## src/fb_cfg.svh

```systemverilog
`ifndef FB_CFG_SVH
`define FB_CFG_SVH

// word and address widths
`define FB_DATA_W     64
`define FB_ADDR_W     32

// beats per burst, address steps by len * 8 bytes
`define FB_BURST_LEN  8

// clock crossing fifos, power of two
`define FB_FIFO_DEPTH 32
`define FB_LVL_W      ($clog2(`FB_FIFO_DEPTH) + 1)

`define FB_MEM_WORDS  64  // on-chip stand-in for the ddr

`endif

```

## src/fb_pkg.sv

```systemverilog
`default_nettype none
`include "fb_cfg.svh"

package fb_pkg;

  typedef logic [`FB_DATA_W-1:0] fb_word_t;  // one user / memory word
  typedef logic [`FB_ADDR_W-1:0] fb_addr_t;  // byte address
  typedef logic [`FB_LVL_W-1:0]  fb_lvl_t;   // fifo fill count, 0..depth

  // burst memory controller states
  typedef enum logic [1:0] {
    idle,      // ready high, waiting for req
    wr_burst,  // pulling words out of the write fifo
    rd_burst,  // pushing words into the read fifo
    done       // finish pulse
  } mem_state_t;

endpackage

`default_nettype wire

```

## src/burst_if.sv

```systemverilog
`timescale 1ns/1ps
`default_nettype none

// one burst channel between scheduler, memory and a fifo
interface burst_if import fb_pkg::*; ();

  logic          req;     // registered burst request
  fb_addr_t      addr;    // start byte address
  logic          ready;   // memory idle
  logic          finish;  // one cycle after the last beat
  logic          beat;    // a word moves this cycle
  wire fb_word_t data;    // driven by the fifo on wr, by memory on rd

  modport sched (output req, output addr, input ready, input finish);

  // memory side, data direction depends on which bus it sits on
  modport mem (input req, input addr, output ready, output finish,
               output beat, inout data);

  modport fifo (input beat, inout data);  // beat is the fifo enable

endinterface

`default_nettype wire

```

## src/burst_scheduler.sv

```systemverilog
`timescale 1ns/1ps
`default_nettype none
`include "fb_cfg.svh"

module burst_scheduler import fb_pkg::*; (
  input  wire           ui_clk,
  input  wire           ui_rst,
  input  wire           ping_pong,    // two halves instead of one region
  input  wire fb_addr_t wr_b_addr,
  input  wire fb_addr_t wr_e_addr,
  input  wire fb_addr_t rd_b_addr,
  input  wire fb_addr_t rd_e_addr,
  input  wire           wr_rst,       // async restart, rising edge reloads base
  input  wire           rd_rst,
  input  wire           read_enable,
  input  wire fb_lvl_t  wr_level,     // write fifo fill, ui side
  input  wire fb_lvl_t  rd_level,     // read fifo fill, ui side
  burst_if.sched        wr_bus,
  burst_if.sched        rd_bus
);

  localparam fb_addr_t BURST_BYTES = fb_addr_t'(`FB_BURST_LEN * (`FB_DATA_W / 8));
  localparam fb_lvl_t  BURST_LVL   = fb_lvl_t'(`FB_BURST_LEN);
  localparam fb_lvl_t  FIFO_DEPTH  = fb_lvl_t'(`FB_FIFO_DEPTH);

  logic     wr_rst_s1, wr_rst_s2, rd_rst_s1, rd_rst_s2;
  logic     wr_restart, rd_restart;
  logic     addr_init;             // bases loaded once after reset
  logic     wr_half;               // half the writer is filling
  logic     wr_req_q, rd_req_q;
  fb_addr_t wr_addr_q, rd_addr_q;
  fb_addr_t wr_lin_last, wr_pp_last;
  fb_addr_t rd_lin_last, rd_pp_last;
  fb_lvl_t  rd_free;

  assign rd_free = FIFO_DEPTH - rd_level;

  // last burst start of a region, and of both halves together
  assign wr_lin_last = wr_e_addr - BURST_BYTES;
  assign wr_pp_last  = ((wr_e_addr - wr_b_addr) << 1) + wr_b_addr - BURST_BYTES;
  assign rd_lin_last = rd_e_addr - BURST_BYTES;
  assign rd_pp_last  = ((rd_e_addr - rd_b_addr) << 1) + rd_b_addr - BURST_BYTES;

  //////////////////////////////////////////////////
  // restart sync and edge detect
  //////////////////////////////////////////////////
  always_ff @(posedge ui_clk or negedge ui_rst) begin
    if (!ui_rst) begin
      wr_rst_s1 <= 1'b0;
      wr_rst_s2 <= 1'b0;
      rd_rst_s1 <= 1'b0;
      rd_rst_s2 <= 1'b0;
      addr_init <= 1'b0;
    end else begin
      wr_rst_s1 <= wr_rst;
      wr_rst_s2 <= wr_rst_s1;
      rd_rst_s1 <= rd_rst;
      rd_rst_s2 <= rd_rst_s1;
      addr_init <= 1'b1;
    end
  end

  assign wr_restart = wr_rst_s1 & ~wr_rst_s2;  // rising edges only
  assign rd_restart = rd_rst_s1 & ~rd_rst_s2;

  // request only after ready and the level were both seen
  always_ff @(posedge ui_clk or negedge ui_rst) begin
    if (!ui_rst) begin
      wr_req_q <= 1'b0;
      rd_req_q <= 1'b0;
    end else begin
      wr_req_q <= wr_bus.ready && (wr_level >= BURST_LVL);
      rd_req_q <= rd_bus.ready && read_enable && (rd_free >= BURST_LVL);
    end
  end

  //////////////////////////////////////////////////
  // write address walk
  //////////////////////////////////////////////////
  always_ff @(posedge ui_clk or negedge ui_rst) begin
    if (!ui_rst) begin
      wr_addr_q <= '0;
      wr_half   <= 1'b0;
    end else if (!addr_init || wr_restart) begin
      wr_addr_q <= wr_b_addr;
    end else if (wr_bus.finish) begin
      if (ping_pong) begin
        wr_addr_q <= (wr_addr_q >= wr_pp_last) ? wr_b_addr : wr_addr_q + BURST_BYTES;
        wr_half   <= (wr_addr_q >= wr_e_addr);  // half of the burst just done
      end else begin
        wr_addr_q <= (wr_addr_q >= wr_lin_last) ? wr_b_addr : wr_addr_q + BURST_BYTES;
      end
    end
  end

  //////////////////////////////////////////////////
  // read address walk
  //////////////////////////////////////////////////
  always_ff @(posedge ui_clk or negedge ui_rst) begin
    if (!ui_rst) begin
      rd_addr_q <= '0;
    end else if (!addr_init) begin
      rd_addr_q <= ping_pong ? rd_e_addr : rd_b_addr;  // start in the idle half
    end else if (rd_restart) begin
      rd_addr_q <= rd_b_addr;
    end else if (rd_bus.finish) begin
      if (ping_pong) begin
        if (rd_addr_q == rd_lin_last || rd_addr_q == rd_pp_last)
          rd_addr_q <= wr_half ? rd_b_addr : rd_e_addr;  // opposite the writer
        else
          rd_addr_q <= rd_addr_q + BURST_BYTES;
      end else begin
        rd_addr_q <= (rd_addr_q >= rd_lin_last) ? rd_b_addr : rd_addr_q + BURST_BYTES;
      end
    end
  end

  assign wr_bus.req  = wr_req_q;
  assign wr_bus.addr = wr_addr_q;
  assign rd_bus.req  = rd_req_q;
  assign rd_bus.addr = rd_addr_q;

endmodule

`default_nettype wire

```

## src/flat_wrapper.sv

```systemverilog
// flat-port wrapper written by rule: the top's interface ports become plain ports
module burst_scheduler_flat import fb_pkg::*;
  (ui_clk, ui_rst, ping_pong, wr_b_addr, wr_e_addr, rd_b_addr, rd_e_addr, wr_rst, rd_rst, read_enable, wr_level, rd_level, wr_bus_req, wr_bus_addr, wr_bus_ready, wr_bus_finish, rd_bus_req, rd_bus_addr, rd_bus_ready, rd_bus_finish);
  burst_if wr_bus_i ();
  burst_if rd_bus_i ();
  input  wire ui_clk;
  input  wire ui_rst;
  input  wire ping_pong;
  input  wire fb_addr_t wr_b_addr;
  input  wire fb_addr_t wr_e_addr;
  input  wire fb_addr_t rd_b_addr;
  input  wire fb_addr_t rd_e_addr;
  input  wire wr_rst;
  input  wire rd_rst;
  input  wire read_enable;
  input  wire fb_lvl_t wr_level;
  input  wire fb_lvl_t rd_level;
  output wire logic [$bits(wr_bus_i.req)-1:0] wr_bus_req;
  output wire logic [$bits(wr_bus_i.addr)-1:0] wr_bus_addr;
  input wire logic [$bits(wr_bus_i.ready)-1:0] wr_bus_ready;
  input wire logic [$bits(wr_bus_i.finish)-1:0] wr_bus_finish;
  output wire logic [$bits(rd_bus_i.req)-1:0] rd_bus_req;
  output wire logic [$bits(rd_bus_i.addr)-1:0] rd_bus_addr;
  input wire logic [$bits(rd_bus_i.ready)-1:0] rd_bus_ready;
  input wire logic [$bits(rd_bus_i.finish)-1:0] rd_bus_finish;
  assign wr_bus_req = wr_bus_i.req;
  assign wr_bus_addr = wr_bus_i.addr;
  assign wr_bus_i.ready = wr_bus_ready;
  assign wr_bus_i.finish = wr_bus_finish;
  assign rd_bus_req = rd_bus_i.req;
  assign rd_bus_addr = rd_bus_i.addr;
  assign rd_bus_i.ready = rd_bus_ready;
  assign rd_bus_i.finish = rd_bus_finish;
  burst_scheduler u_core (.ui_clk(ui_clk), .ui_rst(ui_rst), .ping_pong(ping_pong), .wr_b_addr(wr_b_addr), .wr_e_addr(wr_e_addr), .rd_b_addr(rd_b_addr), .rd_e_addr(rd_e_addr), .wr_rst(wr_rst), .rd_rst(rd_rst), .read_enable(read_enable), .wr_level(wr_level), .rd_level(rd_level), .wr_bus(wr_bus_i), .rd_bus(rd_bus_i));
endmodule
```

## config.mk

```make
export PLATFORM = sky130hd
export DESIGN_NAME = burst_scheduler_flat
export DESIGN_NICKNAME = d
export VERILOG_FILES = /design/src/fb_pkg.sv /design/src/burst_if.sv /design/src/burst_scheduler.sv /design/src/flat_wrapper.sv
export VERILOG_INCLUDE_DIRS = /design/src /design/src/src
export SDC_FILE = /design/constraint.sdc
export NUM_CORES = 1
export LEC_CHECK = 0
export ABC_CLOCK_PERIOD_IN_PS = 3400
export BUFFER_PORTS_ARGS = -buffer_cell sky130_fd_sc_hd__buf_4
export CORE_ASPECT_RATIO = 0.8
export CORE_MARGIN = 2
export CORE_UTILIZATION = 56
export DETAILED_ROUTE_END_ITERATION = 6
export HOLD_SLACK_MARGIN = 0.05
export PLACE_DENSITY = 0.86
export SLEW_MARGIN = 20
export SYNTH_ARGS = -nofsm -noshare
export SYNTH_HDL_FRONTEND = slang
export SYNTH_SLANG_ARGS = --single-unit
```

## constraint.sdc

```tcl
create_clock -name ui_clk -period 3.4 [get_ports ui_clk]
set_input_delay 0.51 -clock ui_clk [delete_from_list [all_inputs] [get_ports ui_clk]]
set_output_delay 0.51 -clock ui_clk [all_outputs]
set_load 0.1 [all_outputs]
```

==> summary by stage, run 1 <==
Placed design
The post-placement cell area is 23690 um^2. The post-DP HPWL is just under 60000 um. Input and output buffers added on the ports amount to 212. The post-place setup slack is -4.307 ns. Routability-driven placement finished with a final weighted congestion of approximately 1.1.

Synthesis
After synthesis, the share of flip-flops with an asynchronous set or reset is 1.000. After synthesis, the netlist uses 88 different library cells. Synthesis produced a netlist with a net count of 2730. Summed over all instances, the cell type with the most area after synthesis is ha_1. In this run, synthesis produced a sequential element count of 72. Of the post-synthesis cell area, the dominant cell type holds 0.2232.

The flip-flop cell with the highest count after synthesis is dfrtp_1. In the post-synthesis netlist, the biggest area contributors are ha_1, dfrtp_1, xnor2_1. A synthesized cell averages 7.501 um^2. The proportion of synthesized chip area in sequential cells is 0.1057.

During synthesis, Yosys emitted a total of 0 warnings. The area of the mapped netlist is 17040 um^2. The count of flip-flops with a built-in enable after synthesis is 0. The gate count of the mapped netlist is 2272.

Outcome
The step where the flow halted is 5_1_grt. The flow did not finish. The tool reported: "[ERROR GRT-0232] Routing congestion too high. Check the congestion heatmap in the GUI".

GRT
Entering global routing, the biggest net connects 73 pins. In the global route stage, overall resource usage came out at 0.8155. After global routing the overflow that remains totals 162.

Floorplanning
The total I/O pin count is around 220. In this run the horizontal extent of the chip is approximately 200 um. The number of core rows is 57. The initial standard-cell utilization of the core is 0.5649.

In this run the vertical extent of the chip is 160.0 um.

Clocking
In this run, post-CTS hold repair placed 0 buffers. The clock tree root buffer cell is clkbuf_16. The H-tree depth is 3.

The number of sinks on the clock net is 72. The number of buffers inserted during clock tree synthesis is 9. The maximum count of clock buffers along a single path is 2.

Timing
The worst endpoint from the post-global-route timing repair is u_core.wr_bus.addr[20]$_DFFE_PN0P_/D. The kind of pin the worst path terminates on is a sequential cell input.
-- metal layers --
metal  track usage  GRT overflow
met2        0.9245            93
met5        0.4985             0
met1        0.8145             4
met4        0.8094            59
met3        0.7191             6
-- cell usage after synthesis, drive strengths merged (47+ instances only) --
| cell type | n |
|---|---|
| ha | 304 |
| inv | 252 |
| nor2 | 165 |
| nand2 | 163 |
| a21oi | 161 |
| xnor2 | 125 |
| o21ai | 111 |
| a21o | 98 |
| xor2 | 75 |
| dfrtp | 72 |
| mux2i | 57 |
| clkbuf | 52 |
| nor3 | 52 |
| nand3 | 51 |
| a31oi | 47 |
-- kinds of logic after synthesis --
group	after synthesis	share of synthesized area
buffers and inverters	326	0.07584
flip-flops	72	0.1057
adder cells (fa/ha/maj)	308	0.2279
XOR/XNOR	200	0.1041
multiplexers	80	0.04868
AO/OA/AOI/OAI	666	0.2631
other	1	0.0002200
AND/OR/NAND/NOR	619	0.1745
-- per-stage QoR --
stage	std cells	hold slack [ns]
4_1_cts	3480	0.2458
3_3_place_gp	3418	0.3594
3_5_place_dp	3418	0.3599
2_1_floorplan	2272	0.2144
-- repair_timing --
action                     CTS
pin swaps                  105
hold endpoints to repair     0
gates resized for setup    159
setup buffers               42
cloned                       5
setup endpoints to repair   64
==> run 2, diff against run 1 <==
Settings changed: ABC_CLOCK_PERIOD_IN_PS 3400 to 4400, CORE_ASPECT_RATIO 0.8 to default, CORE_UTILIZATION 56 to 40, HOLD_SLACK_MARGIN 0.05 to default, PLACE_DENSITY 0.86 to default, PLACE_DENSITY_LB_ADDON from default to 0.15.
Clock period 3.4 ns to 4.4 ns, I/O delays scaled along.
==> summary by stage, run 2 <==
Outcome
The flow ran to the end, but the final reports show violations. The checks that failed: setup timing.

Timing
The time the worst path needs with I/O delays and setup is 6.921 ns. The final number of max-transition violations is 0. Dividing the final minimum period by the clock period gives 1.573.

The number of endpoints with negative hold slack in the final report came to 0. The final worst clock skew is 0.01344 ns. The worst-case setup margin in the final layout is -2.521 ns. For the pin with the worst max-slew slack, the measured transition is approximately 0.93 ns. The hold slack is about 0.35 ns. Static timing analysis puts the maximum clock frequency at 144.5 MHz. Setup repair after global routing could not meet its margin everywhere. The final-report setup violation count is 64. The worst max-slew margin expressed relative to the limit is 0.3775.

Cells and area
The final-stage net count is 3501. The area growth from synthesis to layout is 49.20%. The number of fill cells in the layout is around 3900. In the layout the commonest cells are buf_4, ha_1, inv_1. Of the cells placed in the final design, the portion with a size suffix greater than 1 is 0.3547. At the end of the flow the core is filled with cells to 0.6048. The leading cell type in the layout, fill and taps excluded is buf_4.

The repair_antennas step left the layout with diodes totalling 0.

Setup path
The maximum fanout along the worst path is 5. The critical path required time is 4.63 ns. The type of destination of the critical path is a flip-flop. The critical path startpoint is wr_e_addr[0]. The kind of start point of the critical path is an input port. The worst flop-to-flop path startpoint is u_core.wr_bus.addr[0]$_DFFE_PN0P_. The worst-path cell with the longest stage delay is or3_4. By startpoint and endpoint, the worst setup path is classified as input port to flip-flop. Data arrives at the worst endpoint at 7.15 ns. The most frequent cell on the critical path is a21o_1.

The peak per-stage delay on the critical path is 0.36 ns.

Floorplanning
The floorplan has 75 rows. The total I/O pin count is 216. The placeable core area is 42040 um^2. In this run the vertical extent of the chip is 210.4 um. The area of the die is 44270 um^2.

Measured along the x axis, the die boundary spans around 210 um. The initial utilization of the core area, before any placement, comes to 0.4054.

Synthesis
Of the total synthesized cell area, the portion taken by AND, OR, NAND and NOR gates is 0.1745. By instance count, the leading cell after synthesis is ha_1. The share of synthesized registers carrying an async set or reset is 1.000. By area the synthesized netlist is led by ha_1, dfrtp_1, xnor2_1. The most area-hungry cell type in the Yosys netlist is ha_1. The number of unique standard cell types used by synthesis is 88. The flip-flop cell with the highest count after synthesis is dfrtp_1. Sorting the synthesized cells by how often they occur yields ha_1, inv_1, nor2_1. The synthesized-area fraction occupied by ao, oa, aoi and oai cells is 0.2630.

The synthesized netlist occupies a cell area of 17040 um^2. The gate count of the mapped netlist is 2272. The proportion of synthesized chip area in sequential cells is 0.1057. The mux contribution to synthesized area is 0.04867. The synthesized area per cell is between 7 and 8 um^2. After synthesis, the largest family of logic cells by area is compound AO/OA/AOI/OAI gates. The number of nets in the synthesized netlist is 2730. After synthesis the netlist holds a flip-flop and latch count of 72. The top cell type's share of synthesized area is 0.2232. In this run, synthesis inferred 0 flip-flops with an integrated enable. The number of warnings printed during yosys synthesis is 0. The xor/xnor cell area share of the yosys netlist is 0.1041. Of the total synthesized cell area, the portion taken by full adders, half adders and majority gates is 0.2279.

Clocking
CTS built an H-tree with a depth of 3. The clock latency reported for the late side of the worst-skew pair is ~0.37 ns. The number of hold buffers added after CTS is 0.

The clock passes through at most 2 buffers. The number of sinks on the clock net is between 70 and 80. TritonCTS built the clock tree. Clock-pin slew was measured on the worst setup and hold paths at approximately 0.070 ns.

The clock tree root buffer cell is clkbuf_16. The number of buffers inserted during clock tree synthesis is 9.

Power and ir drop
Dividing total power by cell area gives a power density of 399.9 nW/um^2. The leakage power summed over all cells is 0.01263 uW. The highest ir drop seen on vdd is 209.2 uV.

Run
The max-cap violation count is 0.

Drt
Dividing the detail-routed via count by the number of cells gives 5.561. The count of nets left with antenna violations after detail routing is 0. The number of detailed-routing iterations run before antenna repair is 5.

The final routed DRC violation total is 0. The total detailed-routing wirelength is 67620 um. For this block, the initial DRC count from the detailed router was 1185. In the final routed layout, each cell accounts on average for 18.85 um. The routed layout has 19950 vias.

GRT
The global routing usage summed across all routing layers is 0.3001. The largest net degree at the start of global routing is 90. The first-pass GRT wire length is approximately 110000 um. Global routing finished with a remaining overflow of 0.

The number of antenna violations at the first check in global routing is 1. The number of global-route vias before repair is approximately 20000.

Hold path
The type of the worst min-delay path is input port to async pin.

Placed design
The post-DP HPWL is 55110 um. The weighted congestion reported at the end of routability-driven placement is 0.9416. The count of input and output buffers is 212.
## run 2: cell counts after synthesis
Identical to the previous run, type by type.
## run 2: layout make-up
type                       instances  area (um^2)  share of cell area
clock buffer                      10        229.0            0.009005
clock inverter                     6        92.59            0.003641
inverter                         252        975.9             0.03838
multi-input combinational       1874        15160              0.5962
sequential                        72         1803             0.07091
tap                              539        674.4             0.02652
timing repair buffer             834         6494              0.2554
## run 2: power breakdown
group	internal [uW]	total [uW]	leakage, uW	switching, uW
clock	502	883	0.000149	381
combinational	3820	8280	0.0116	4460
sequential	766	1010	0.000849	242
total	5090	10200	0.0126	5080
## run 2: layer usage
| layer | global-route usage | up-vias | routed length [um] |
|---|---|---|---|
| met2 | 0.5168 | 630 | 32210 |
| met4 | 0.1178 | 2 | 2258 |
| met3 | 0.03427 | 118 | 3718 |
| li1 | - | 9754 | - |
| met1 | 0.3832 | 9445 | 29420 |
| met5 | 0 | - | 12 |
## run 2: final timing paths
check | slack [ns] | to | cells past startpoint
max | -2.52 | u_core.wr_bus.addr[13]$_DFFE_PN0P_ | 41
min | 0.35 | u_core.wr_bus.req$_DFF_PN0_ | 1
max reg2reg | 0.56 | u_core.wr_bus.addr[14]$_DFFE_PN0P_ | 17
min reg2reg | 0.38 | u_core.wr_rst_s2$_DFF_PN0_ | 0
max in group asynchronous | 3.16 | u_core.rd_bus.addr[28]$_DFFE_PN0P_ | 2
min in group ui_clk | 0.38 | u_core.wr_rst_s2$_DFF_PN0_ | 0
## run 2: per-stage QoR
step | cell area, um^2 | power [uW] | cells | setup slack, ns | setup TNS (ns)
global placement | 23720 | 8452 | 3523 | -3.056 | -175.61
global route | 25430 | 10960 | 3587 | -2.937 | -160.18
detailed placement | 23720 | 8543 | 3523 | -3.209 | -179.01
CTS | 24680 | 9807 | 3558 | -2.461 | -134.06
finish | 25430 | 10170 | 3587 | -2.521 | -138.41
floorplan | 17450 | 5643 | 2272 | -2.473 | -114.68
## run 2: what timing repair did
action	in CTS	in global routing
setup buffers	18	27
pin swaps	92	104
cloned	1	2
setup endpoints to repair	64	64
resized for setup	94	107
## run 2: kinds of logic (layout without fill, tap and decap cells)
| group | after synthesis | count (layout) |
|---|---|---|
| XOR/XNOR | 200 | 200 |
| AO/OA/AOI/OAI | 666 | 666 |
| adder cells (fa/ha/maj) | 308 | 308 |
| other | 1 | 1 |
| AND/OR/NAND/NOR | 619 | 619 |
| flip-flops | 72 | 72 |
| buffers and inverters | 326 | 1102 |
| multiplexers | 80 | 80 |
## run 2: critical path: cells and delay by family
family | cells | cell delay, ns
compound gates | 23 | 3.72
xor+xnor | 2 | 0.30
buf+inv | 6 | 0.53
simple gates | 5 | 0.70
fa+ha+maj | 5 | 1.23
No activity file was read; power rests on OpenSTA's default activity.
